[config.mk]
export PLATFORM = sky130hd
export DESIGN_NAME = cpuTop
export DESIGN_NICKNAME = d
export VERILOG_FILES = /design/src/source/rvCorePkg.sv /design/src/source/instrFetch.sv /design/src/source/ctrlDecoder.sv /design/src/source/regFile.sv /design/src/source/alu.sv /design/src/source/cpuTop.sv
export SDC_FILE = /design/constraint.sdc
export NUM_CORES = 2
export LEC_CHECK = 0
export BUFFER_PORTS_ARGS = -buffer_cell sky130_fd_sc_hd__buf_2
export CAP_MARGIN = 40
export CORE_MARGIN = 3
export CORE_UTILIZATION = 40
export DETAILED_ROUTE_END_ITERATION = 8
export SYNTH_ARGS = -nofsm -noshare
export SYNTH_HDL_FRONTEND = slang
export SYNTH_HIERARCHICAL = 1
export SYNTH_SLANG_ARGS = --single-unit
[constraint.sdc]
create_clock -name clk -period 18.2 [get_ports clk]
set_input_delay 3.64 -clock clk [delete_from_list [all_inputs] [get_ports clk]]
set_output_delay 3.64 -clock clk [all_outputs]
set_load 0.05 [all_outputs]
[src/source/rvCorePkg.sv]
`default_nettype none

package rvCorePkg;

    // Datapath width
    localparam int xlen = 32;

    // --------------------
    // Opcodes and function fields

    typedef enum logic [6:0] {
        opOp     = 7'b0110011,
        opImm    = 7'b0010011,
        opLoad   = 7'b0000011,
        opStore  = 7'b0100011,
        opBranch = 7'b1100011,
        opJal    = 7'b1101111
    } opcodeE;

    localparam logic [2:0] f3AddSub = 3'b000;
    localparam logic [2:0] f3Sll    = 3'b001;
    localparam logic [2:0] f3Slt    = 3'b010;
    localparam logic [2:0] f3Sltu   = 3'b011;
    localparam logic [2:0] f3Xor    = 3'b100;
    localparam logic [2:0] f3Srl    = 3'b101;  // SRA shares it, told apart by funct7
    localparam logic [2:0] f3Or     = 3'b110;
    localparam logic [2:0] f3And    = 3'b111;

    localparam logic [2:0] f3Beq    = 3'b000;
    localparam logic [2:0] f3Bne    = 3'b001;
    localparam logic [2:0] f3Blt    = 3'b100;
    localparam logic [2:0] f3Bge    = 3'b101;
    localparam logic [2:0] f3Bltu   = 3'b110;
    localparam logic [2:0] f3Bgeu   = 3'b111;

    localparam logic [6:0] f7Base   = 7'b0000000;
    localparam logic [6:0] f7Alt    = 7'b0100000;  // SUB and SRA

    // --------------------
    // ALU encodings

    typedef enum logic [1:0] {
        aluOpAdd    = 2'b00,  // Load and store address
        aluOpBranch = 2'b01,
        aluOpReg    = 2'b10,
        aluOpImm    = 2'b11
    } aluOpE;

    typedef enum logic [3:0] {
        aluNone,
        aluAdd,
        aluSub,
        aluSubUnsigned,
        aluAnd,
        aluOr,
        aluXor,
        aluShiftL,
        aluShiftR,
        aluShiftRArith,
        aluLessSigned,
        aluLessUnsigned
    } aluCtrlE;

    // --------------------
    // Instruction word views

    typedef struct packed {
        logic [6:0] funct7;
        logic [4:0] rs2;
        logic [4:0] rs1;
        logic [2:0] funct3;
        logic [4:0] rd;
        opcodeE     opcode;
    } rTypeT;

    typedef struct packed {
        logic [11:0] imm;
        logic [4:0]  rs1;
        logic [2:0]  funct3;
        logic [4:0]  rd;
        opcodeE      opcode;
    } iTypeT;

    typedef struct packed {
        logic [6:0] immHi;
        logic [4:0] rs2;
        logic [4:0] rs1;
        logic [2:0] funct3;
        logic [4:0] immLo;
        opcodeE     opcode;
    } sTypeT;

    typedef struct packed {
        logic       imm12;
        logic [5:0] imm10to5;
        logic [4:0] rs2;
        logic [4:0] rs1;
        logic [2:0] funct3;
        logic [3:0] imm4to1;
        logic       imm11;
        opcodeE     opcode;
    } bTypeT;

    typedef union packed {
        rTypeT rType;
        iTypeT iType;
        sTypeT sType;
        bTypeT bType;
    } instrU;

    // Per-instruction control
    typedef struct packed {
        logic  regWrite;
        logic  aluSrc;    // Immediate as second operand
        aluOpE aluOp;
        logic  memRead;
        logic  memWrite;
        logic  memToReg;
        logic  branch;
        logic  jump;
    } ctrlT;

    // ADDI x0, x0, 0
    localparam logic [31:0] nopWord = 32'h0000_0013;

endpackage

`default_nettype wire

[src/source/instrFetch.sv]
`default_nettype none

module instrFetch #(
    parameter logic [31:0] resetPc = 32'h0000_0000
) (
    input  wire logic                       clk,
    input  wire logic                       rstN,
    input  wire logic                       branch,
    input  wire logic                       branchTaken,
    input  wire logic                       jump,
    input  wire logic [rvCorePkg::xlen-1:0] imm32,
    output logic      [rvCorePkg::xlen-1:0] pc,
    output logic      [rvCorePkg::xlen-1:0] pcPlus4
);

    logic [rvCorePkg::xlen-1:0] target;
    logic [rvCorePkg::xlen-1:0] pcNext;
    logic                       redirect;

    // --------------------
    // Next PC

    assign pcPlus4  = pc + 32'd4;
    assign target   = pc + imm32;  // PC-relative for both B and J
    assign redirect = (branch && branchTaken) || jump;
    assign pcNext   = redirect ? target : pcPlus4;

    // --------------------
    // PC register

    always_ff @(posedge clk or negedge rstN) begin
        if (!rstN) begin
            pc <= resetPc;
        end else begin
            pc <= pcNext;
        end
    end

endmodule

`default_nettype wire

[src/source/ctrlDecoder.sv]
`default_nettype none

module ctrlDecoder (
    input  wire rvCorePkg::instrU             instr,
    output rvCorePkg::ctrlT                   ctrl,
    output logic [rvCorePkg::xlen-1:0]        imm32
);

    rvCorePkg::opcodeE opcode;

    assign opcode = instr.rType.opcode;

    // --------------------
    // Control table

    always_comb begin
        ctrl = '0;  // Unknown opcodes stay inactive
        case (opcode)
            rvCorePkg::opOp: begin
                ctrl.regWrite = 1'b1;
                ctrl.aluOp    = rvCorePkg::aluOpReg;
            end
            rvCorePkg::opImm: begin
                ctrl.regWrite = 1'b1;
                ctrl.aluSrc   = 1'b1;
                ctrl.aluOp    = rvCorePkg::aluOpImm;
            end
            rvCorePkg::opLoad: begin
                ctrl.regWrite = 1'b1;
                ctrl.aluSrc   = 1'b1;
                ctrl.aluOp    = rvCorePkg::aluOpAdd;
                ctrl.memRead  = 1'b1;
                ctrl.memToReg = 1'b1;
            end
            rvCorePkg::opStore: begin
                ctrl.aluSrc   = 1'b1;
                ctrl.aluOp    = rvCorePkg::aluOpAdd;
                ctrl.memWrite = 1'b1;
            end
            rvCorePkg::opBranch: begin
                ctrl.aluOp    = rvCorePkg::aluOpBranch;  // Compares rs1 with rs2
                ctrl.branch   = 1'b1;
            end
            rvCorePkg::opJal: begin
                ctrl.regWrite = 1'b1;  // Link into rd
                ctrl.jump     = 1'b1;
            end
            default: begin
                ctrl = '0;
            end
        endcase
    end

    // --------------------
    // Immediate generation

    always_comb begin
        case (opcode)
            rvCorePkg::opImm,
            rvCorePkg::opLoad: begin
                imm32 = {{20{instr.iType.imm[11]}}, instr.iType.imm};
            end
            rvCorePkg::opStore: begin
                imm32 = {{20{instr.sType.immHi[6]}}, instr.sType.immHi, instr.sType.immLo};
            end
            rvCorePkg::opBranch: begin
                // Offset bits scattered across the word, bit 0 implied
                imm32 = {{19{instr.bType.imm12}},
                         instr.bType.imm12,
                         instr.bType.imm11,
                         instr.bType.imm10to5,
                         instr.bType.imm4to1,
                         1'b0};
            end
            rvCorePkg::opJal: begin
                // J offset picked from the R fields
                // imm[19:12] sits where rs1 and funct3 are
                imm32 = {{11{instr.rType.funct7[6]}},
                         instr.rType.funct7[6],
                         instr.rType.rs1,
                         instr.rType.funct3,
                         instr.rType.rs2[0],
                         instr.rType.funct7[5:0],
                         instr.rType.rs2[4:1],
                         1'b0};
            end
            default: begin
                imm32 = '0;
            end
        endcase
    end

endmodule

`default_nettype wire

[src/source/regFile.sv]
`default_nettype none

module regFile (
    input  wire logic                       clk,
    input  wire logic                       rstN,
    input  wire logic [4:0]                 rs1,
    input  wire logic [4:0]                 rs2,
    input  wire logic [4:0]                 rd,
    input  wire logic [rvCorePkg::xlen-1:0] writeData,
    input  wire logic                       regWrite,
    output logic      [rvCorePkg::xlen-1:0] readData1,
    output logic      [rvCorePkg::xlen-1:0] readData2
);

    logic [rvCorePkg::xlen-1:0] regs [32];

    // --------------------
    // Write port

    always_ff @(posedge clk or negedge rstN) begin
        if (!rstN) begin
            for (int i = 0; i < 32; i++) begin
                regs[i] <= '0;
            end
        end else if (regWrite && (rd != 5'd0)) begin  // x0 never written
            regs[rd] <= writeData;
        end
    end

    // Combinational reads
    assign readData1 = regs[rs1];
    assign readData2 = regs[rs2];

endmodule

`default_nettype wire

[src/source/alu.sv]
`default_nettype none

module alu (
    input  wire logic [rvCorePkg::xlen-1:0] readData1,
    input  wire logic [rvCorePkg::xlen-1:0] readData2,
    input  wire logic [rvCorePkg::xlen-1:0] imm32,
    input  wire logic                       aluSrc,
    input  wire rvCorePkg::aluOpE           aluOp,
    input  wire logic [2:0]                 funct3,
    input  wire logic [6:0]                 funct7,
    output logic      [rvCorePkg::xlen-1:0] aluResult,
    output logic                            branchTaken
);

    rvCorePkg::aluCtrlE         aluCtrl;
    logic [rvCorePkg::xlen-1:0] operand1;
    logic [rvCorePkg::xlen-1:0] operand2;
    logic [rvCorePkg::xlen:0]   diffWide;      // Sign-extended difference
    logic [2*rvCorePkg::xlen-1:0] shiftWide;
    logic                       lessSigned;
    logic                       lessUnsigned;
    logic                       isZero;

    assign operand1 = readData1;
    assign operand2 = aluSrc ? imm32 : readData2;

    // --------------------
    // Operation select

    always_comb begin
        aluCtrl = rvCorePkg::aluNone;
        case (aluOp)
            rvCorePkg::aluOpAdd: aluCtrl = rvCorePkg::aluAdd;
            rvCorePkg::aluOpBranch: begin
                if (funct3 == rvCorePkg::f3Bltu || funct3 == rvCorePkg::f3Bgeu) begin
                    aluCtrl = rvCorePkg::aluSubUnsigned;
                end else begin
                    aluCtrl = rvCorePkg::aluSub;
                end
            end
            rvCorePkg::aluOpReg: begin
                case ({funct7, funct3})
                    {rvCorePkg::f7Base, rvCorePkg::f3AddSub}: aluCtrl = rvCorePkg::aluAdd;
                    {rvCorePkg::f7Alt,  rvCorePkg::f3AddSub}: aluCtrl = rvCorePkg::aluSub;
                    {rvCorePkg::f7Base, rvCorePkg::f3Xor}:    aluCtrl = rvCorePkg::aluXor;
                    {rvCorePkg::f7Base, rvCorePkg::f3Or}:     aluCtrl = rvCorePkg::aluOr;
                    {rvCorePkg::f7Base, rvCorePkg::f3And}:    aluCtrl = rvCorePkg::aluAnd;
                    {rvCorePkg::f7Base, rvCorePkg::f3Sll}:    aluCtrl = rvCorePkg::aluShiftL;
                    {rvCorePkg::f7Base, rvCorePkg::f3Srl}:    aluCtrl = rvCorePkg::aluShiftR;
                    {rvCorePkg::f7Alt,  rvCorePkg::f3Srl}:    aluCtrl = rvCorePkg::aluShiftRArith;
                    {rvCorePkg::f7Base, rvCorePkg::f3Slt}:    aluCtrl = rvCorePkg::aluLessSigned;
                    {rvCorePkg::f7Base, rvCorePkg::f3Sltu}:   aluCtrl = rvCorePkg::aluLessUnsigned;
                    default:                                  aluCtrl = rvCorePkg::aluNone;
                endcase
            end
            rvCorePkg::aluOpImm: begin
                case (funct3)
                    rvCorePkg::f3AddSub: aluCtrl = rvCorePkg::aluAdd;
                    rvCorePkg::f3Xor:    aluCtrl = rvCorePkg::aluXor;
                    rvCorePkg::f3Or:     aluCtrl = rvCorePkg::aluOr;
                    rvCorePkg::f3And:    aluCtrl = rvCorePkg::aluAnd;
                    rvCorePkg::f3Sll:    aluCtrl = rvCorePkg::aluShiftL;
                    rvCorePkg::f3Srl:    aluCtrl = funct7[5] ? rvCorePkg::aluShiftRArith
                                                             : rvCorePkg::aluShiftR;
                    rvCorePkg::f3Slt:    aluCtrl = rvCorePkg::aluLessSigned;
                    rvCorePkg::f3Sltu:   aluCtrl = rvCorePkg::aluLessUnsigned;
                    default:             aluCtrl = rvCorePkg::aluNone;
                endcase
            end
            default: aluCtrl = rvCorePkg::aluNone;
        endcase
    end

    // --------------------
    // Datapath

    assign diffWide     = {operand1[31], operand1} - {operand2[31], operand2};
    assign lessSigned   = diffWide[rvCorePkg::xlen];  // No overflow at 33 bits
    assign lessUnsigned = operand1 < operand2;
    assign shiftWide    = {{rvCorePkg::xlen{operand1[31]}}, operand1} >> operand2[4:0];

    always_comb begin
        case (aluCtrl)
            rvCorePkg::aluAdd:          aluResult = operand1 + operand2;
            rvCorePkg::aluSub,
            rvCorePkg::aluSubUnsigned:  aluResult = diffWide[rvCorePkg::xlen-1:0];
            rvCorePkg::aluAnd:          aluResult = operand1 & operand2;
            rvCorePkg::aluOr:           aluResult = operand1 | operand2;
            rvCorePkg::aluXor:          aluResult = operand1 ^ operand2;
            rvCorePkg::aluShiftL:       aluResult = operand1 << operand2[4:0];
            rvCorePkg::aluShiftR:       aluResult = operand1 >> operand2[4:0];
            rvCorePkg::aluShiftRArith:  aluResult = shiftWide[rvCorePkg::xlen-1:0];
            rvCorePkg::aluLessSigned:   aluResult = {31'b0, lessSigned};
            rvCorePkg::aluLessUnsigned: aluResult = {31'b0, lessUnsigned};
            default:                    aluResult = '0;
        endcase
    end

    // --------------------
    // Branch condition

    assign isZero = (diffWide[rvCorePkg::xlen-1:0] == '0);

    always_comb begin
        branchTaken = 1'b0;
        if (aluOp == rvCorePkg::aluOpBranch) begin
            case (funct3)
                rvCorePkg::f3Beq:  branchTaken = isZero;
                rvCorePkg::f3Bne:  branchTaken = !isZero;
                rvCorePkg::f3Blt:  branchTaken = lessSigned;
                rvCorePkg::f3Bge:  branchTaken = !lessSigned;
                rvCorePkg::f3Bltu: branchTaken = lessUnsigned;
                rvCorePkg::f3Bgeu: branchTaken = !lessUnsigned;
                default:           branchTaken = 1'b0;  // Reserved encodings
            endcase
        end
    end

endmodule

`default_nettype wire

[src/source/cpuTop.sv]
`default_nettype none

module cpuTop #(
    parameter logic [31:0] resetPc = 32'h0000_0000
) (
    input  wire logic                       clk,
    input  wire logic                       rstN,
    output logic      [rvCorePkg::xlen-1:0] instrAddr,
    input  wire logic [31:0]                instrData,
    output logic      [rvCorePkg::xlen-1:0] dataAddr,
    output logic      [rvCorePkg::xlen-1:0] dataWdata,
    output logic                            dataWe,
    input  wire logic [rvCorePkg::xlen-1:0] dataRdata
);

    rvCorePkg::instrU           instr;
    rvCorePkg::ctrlT            ctrl;
    logic [rvCorePkg::xlen-1:0] pc;
    logic [rvCorePkg::xlen-1:0] pcPlus4;
    logic [rvCorePkg::xlen-1:0] imm32;
    logic [rvCorePkg::xlen-1:0] readData1;
    logic [rvCorePkg::xlen-1:0] readData2;
    logic [rvCorePkg::xlen-1:0] aluResult;
    logic [rvCorePkg::xlen-1:0] writeData;
    logic                       branchTaken;

    assign instr     = instrData;
    assign instrAddr = pc;

    // --------------------
    // Blocks

    instrFetch #(
        .resetPc     (resetPc)
    ) u_instrFetch (
        .clk         (clk),
        .rstN        (rstN),
        .branch      (ctrl.branch),
        .branchTaken (branchTaken),
        .jump        (ctrl.jump),
        .imm32       (imm32),
        .pc          (pc),
        .pcPlus4     (pcPlus4)
    );

    ctrlDecoder u_ctrlDecoder (
        .instr (instr),
        .ctrl  (ctrl),
        .imm32 (imm32)
    );

    regFile u_regFile (
        .clk       (clk),
        .rstN      (rstN),
        .rs1       (instr.rType.rs1),
        .rs2       (instr.rType.rs2),
        .rd        (instr.rType.rd),
        .writeData (writeData),
        .regWrite  (ctrl.regWrite),
        .readData1 (readData1),
        .readData2 (readData2)
    );

    alu u_alu (
        .readData1   (readData1),
        .readData2   (readData2),
        .imm32       (imm32),
        .aluSrc      (ctrl.aluSrc),
        .aluOp       (ctrl.aluOp),
        .funct3      (instr.rType.funct3),
        .funct7      (instr.rType.funct7),
        .aluResult   (aluResult),
        .branchTaken (branchTaken)
    );

    // --------------------
    // Write-back and data port

    assign writeData = ctrl.jump     ? pcPlus4    // JAL link
                     : ctrl.memToReg ? dataRdata
                     : aluResult;

    assign dataAddr  = aluResult;
    assign dataWdata = readData2;  // SW stores rs2
    assign dataWe    = ctrl.memWrite;

endmodule

`default_nettype wire

==> results by group <==
Status
  • Status: finished, final reports clean

Timing
  • Final Skew: 0.0403 ns
  • Fin. max-slew vios: 0
  • Setup TNS: 0 ns
  • Final period utilization: 0.803
  • Least-Margin Pin Slew: 1.18 ns
  • Slew margin rel.: 0.214
  • RSZ-0062 raised after global routing: no
  • Max frequency: 68.4 MHz
  • Number of hold violations in the final report: 0
  • Final setup fails: 0
  • Final Critical Period: 14.62 ns
  • WHS: 0.403 ns

Synth
  • Yosys warns: 6
  • Post-Syn Area: 70000 um^2
  • Avg Cell Area, Syn: 10.4 um^2
  • Mapped Cells: 6707
  • Post-synthesis net count: 6905

Pwr
  • Pwr dens: 92.2 nW/um^2
  • Peak supply drop: 0.0000827 V
  • Leakage power total: 0.0368 uW

Route
  • Remaining DRCs: 0
  • Antenna Violating Nets Remaining: 0
  • Routed wire length per instance: 30.2 um
  • First-pass DRT Iterations: 6
  • DRT iter0 DRCs: 6519
  • Final WL: 270000 um
  • Via count: 56700
  • Vias per std cell: 6.34

GRT
  • First-pass GRT wire length: 390000 um
  • Initial antenna violation count: 12
  • Global Route Usage Sum: 0.290
  • Vias in the first global route: 55400
  • Largest net degree at the start of global routing: 186
  • Gr ovfl total: 0

Floorplan
  • Starting Density: 0.405
  • Top-Level Pins: 163
  • Core Region: 173000 um^2
  • Die height: 424 um
  • Die Area: 180000 um^2
  • Die X: 424 um
  • Num rows: 152

Critical path
  • Crit path cell chain: buf_8 -> buf_12 -> buf_4 -> mux2i_1 -> a22o_1 -> nor3_1 -> a31oi_1 -> nand3_1 -> mux2i_1 -> ha_1 -> inv_2 -> a21o_1 -> o21ai_1 -> nand2_1 -> a2111oi_2 -> nor3_1 -> a2111oi_0 -> nor2_1 -> a21oi_1 -> or3_1 -> buf_2
  • Crit path max fanout: 92
  • CP required: 14.56 ns
  • Critical path class: in -> out
  • Arr. time, crit path: 10.98 ns
  • Critical path launch point type: primary input
  • Critical-path top delay cell: buf_4
  • Max incr delay on CP: 0.84 ns
  • Element type at the critical path end: output pin

Placement
  • Dpl hpwl: 177000 um
  • I/O Buffers: 162
  • Placer congestion estimate: 0.988

Finish
  • Most frequent cells in the layout: 1170 x mux2i_1, 1056 x dfrtp_1, 954 x mux2_2, 408 x nand2_1, 384 x a21oi_1
  • Fin util: 0.442
  • Filler Cell Count: 16200
  • Most common cell after layout, fill and taps aside: mux2i_1
  • Final nets: 6734
  • Synth-to-Final Area Change: 8.99%
  • Share of layout cells above drive strength 1: 0.245

Clock network
  • # Post-CTS Setup Buffers: 0
  • Hold Buf Count CTS: 0
  • CTS clk-pin slew, worst paths: 0.06 ns
  • CTS Sinks: 1056
  • Inserted Clock Buffers: 115
  • CTS tree: yes
  • Htree depth: 3
  • Clk_lat worst skew: 0.76 ns
  • Root Driver: clkbuf_16
  • # resized after CTS: 0
  • CTS Buffer Depth: 3

Flow run
  • Max-cap check violation count: 0

Hold path
  • HP Class: reg -> reg
==> worst max-delay path: cells and delay by family <==
family                   cells  cell delay, ns
adder cells (fa/ha/maj)      1            0.74
AO/OA/AOI/OAI                7            2.33
buffers and inverters        5            2.46
multiplexers                 2            0.33
AND/OR/NAND/NOR              6            1.26
==> layer usage <==
| metal | track usage | wire length [um] |
|---|---|---|
| met5 | 0 | 0 |
| met1 | 0.397 | 115000 |
| met2 | 0.451 | 122000 |
| met3 | 0.0464 | 20700 |
| met4 | 0.127 | 12500 |
==> final cells by class <==
cell class,instances,area [um^2],share of cell area
Antenna cell,10,25.0,0.000328
Clock buffer,173,3380,0.0442
Clock inverter,34,368,0.00482
Inverter,109,409,0.00536
Multi-Input combinational cell,4920,40300,0.528
Sequential cell,1056,26400,0.346
Tap cell,2310,2890,0.0379
Timing Repair Buffer,334,2540,0.0333
==> path summary, 6_finish.rpt <==
kind	slack (ns)	cells past startpoint	endpoint	startpoint
max	3.58	21	dataAddr[0]	instrData[21]
max reg2reg	9.93	25	u_instrFetch/pc[10]	u_regFile/regs[929]
max in group asynchronous	12.87	3	u_regFile/regs[326]	rstN
min	0.40	0	u_regFile/regs[1022]	u_regFile/regs[1022]
min in group asynchronous	2.94	1	u_regFile/regs[476]	rstN
min reg2reg	0.40	0	u_regFile/regs[1022]	u_regFile/regs[1022]
==> power breakdown <==
part / internal (uW) / switching (uW)
Clock: 1350 / 1020
Sequential: 2450 / 105
Combinational: 609 / 1510
Total: 4400 / 2630
==> registers in the layout, indices dropped and copies added, names as in the netlist <==
signal / cells
u_regFile/regs: 1024
u_instrFetch/pc: 32
==> per-stage QoR <==
stage / power [uW] / setup WS (ns) / instances / area [um^2]
after detailed placement: 4650 / 3.62 / 8729 / 72600
after CTS: 7020 / 3.62 / 8936 / 76300
final: 7030 / 3.58 / 8946 / 76300
after floorplan: 3880 / 4.87 / 6707 / 70000
after global placement: 4620 / 3.67 / 8709 / 72200
after global routing: 7290 / 3.13 / 8939 / 76300
Note: power is estimated with default switching activity, not from simulation.
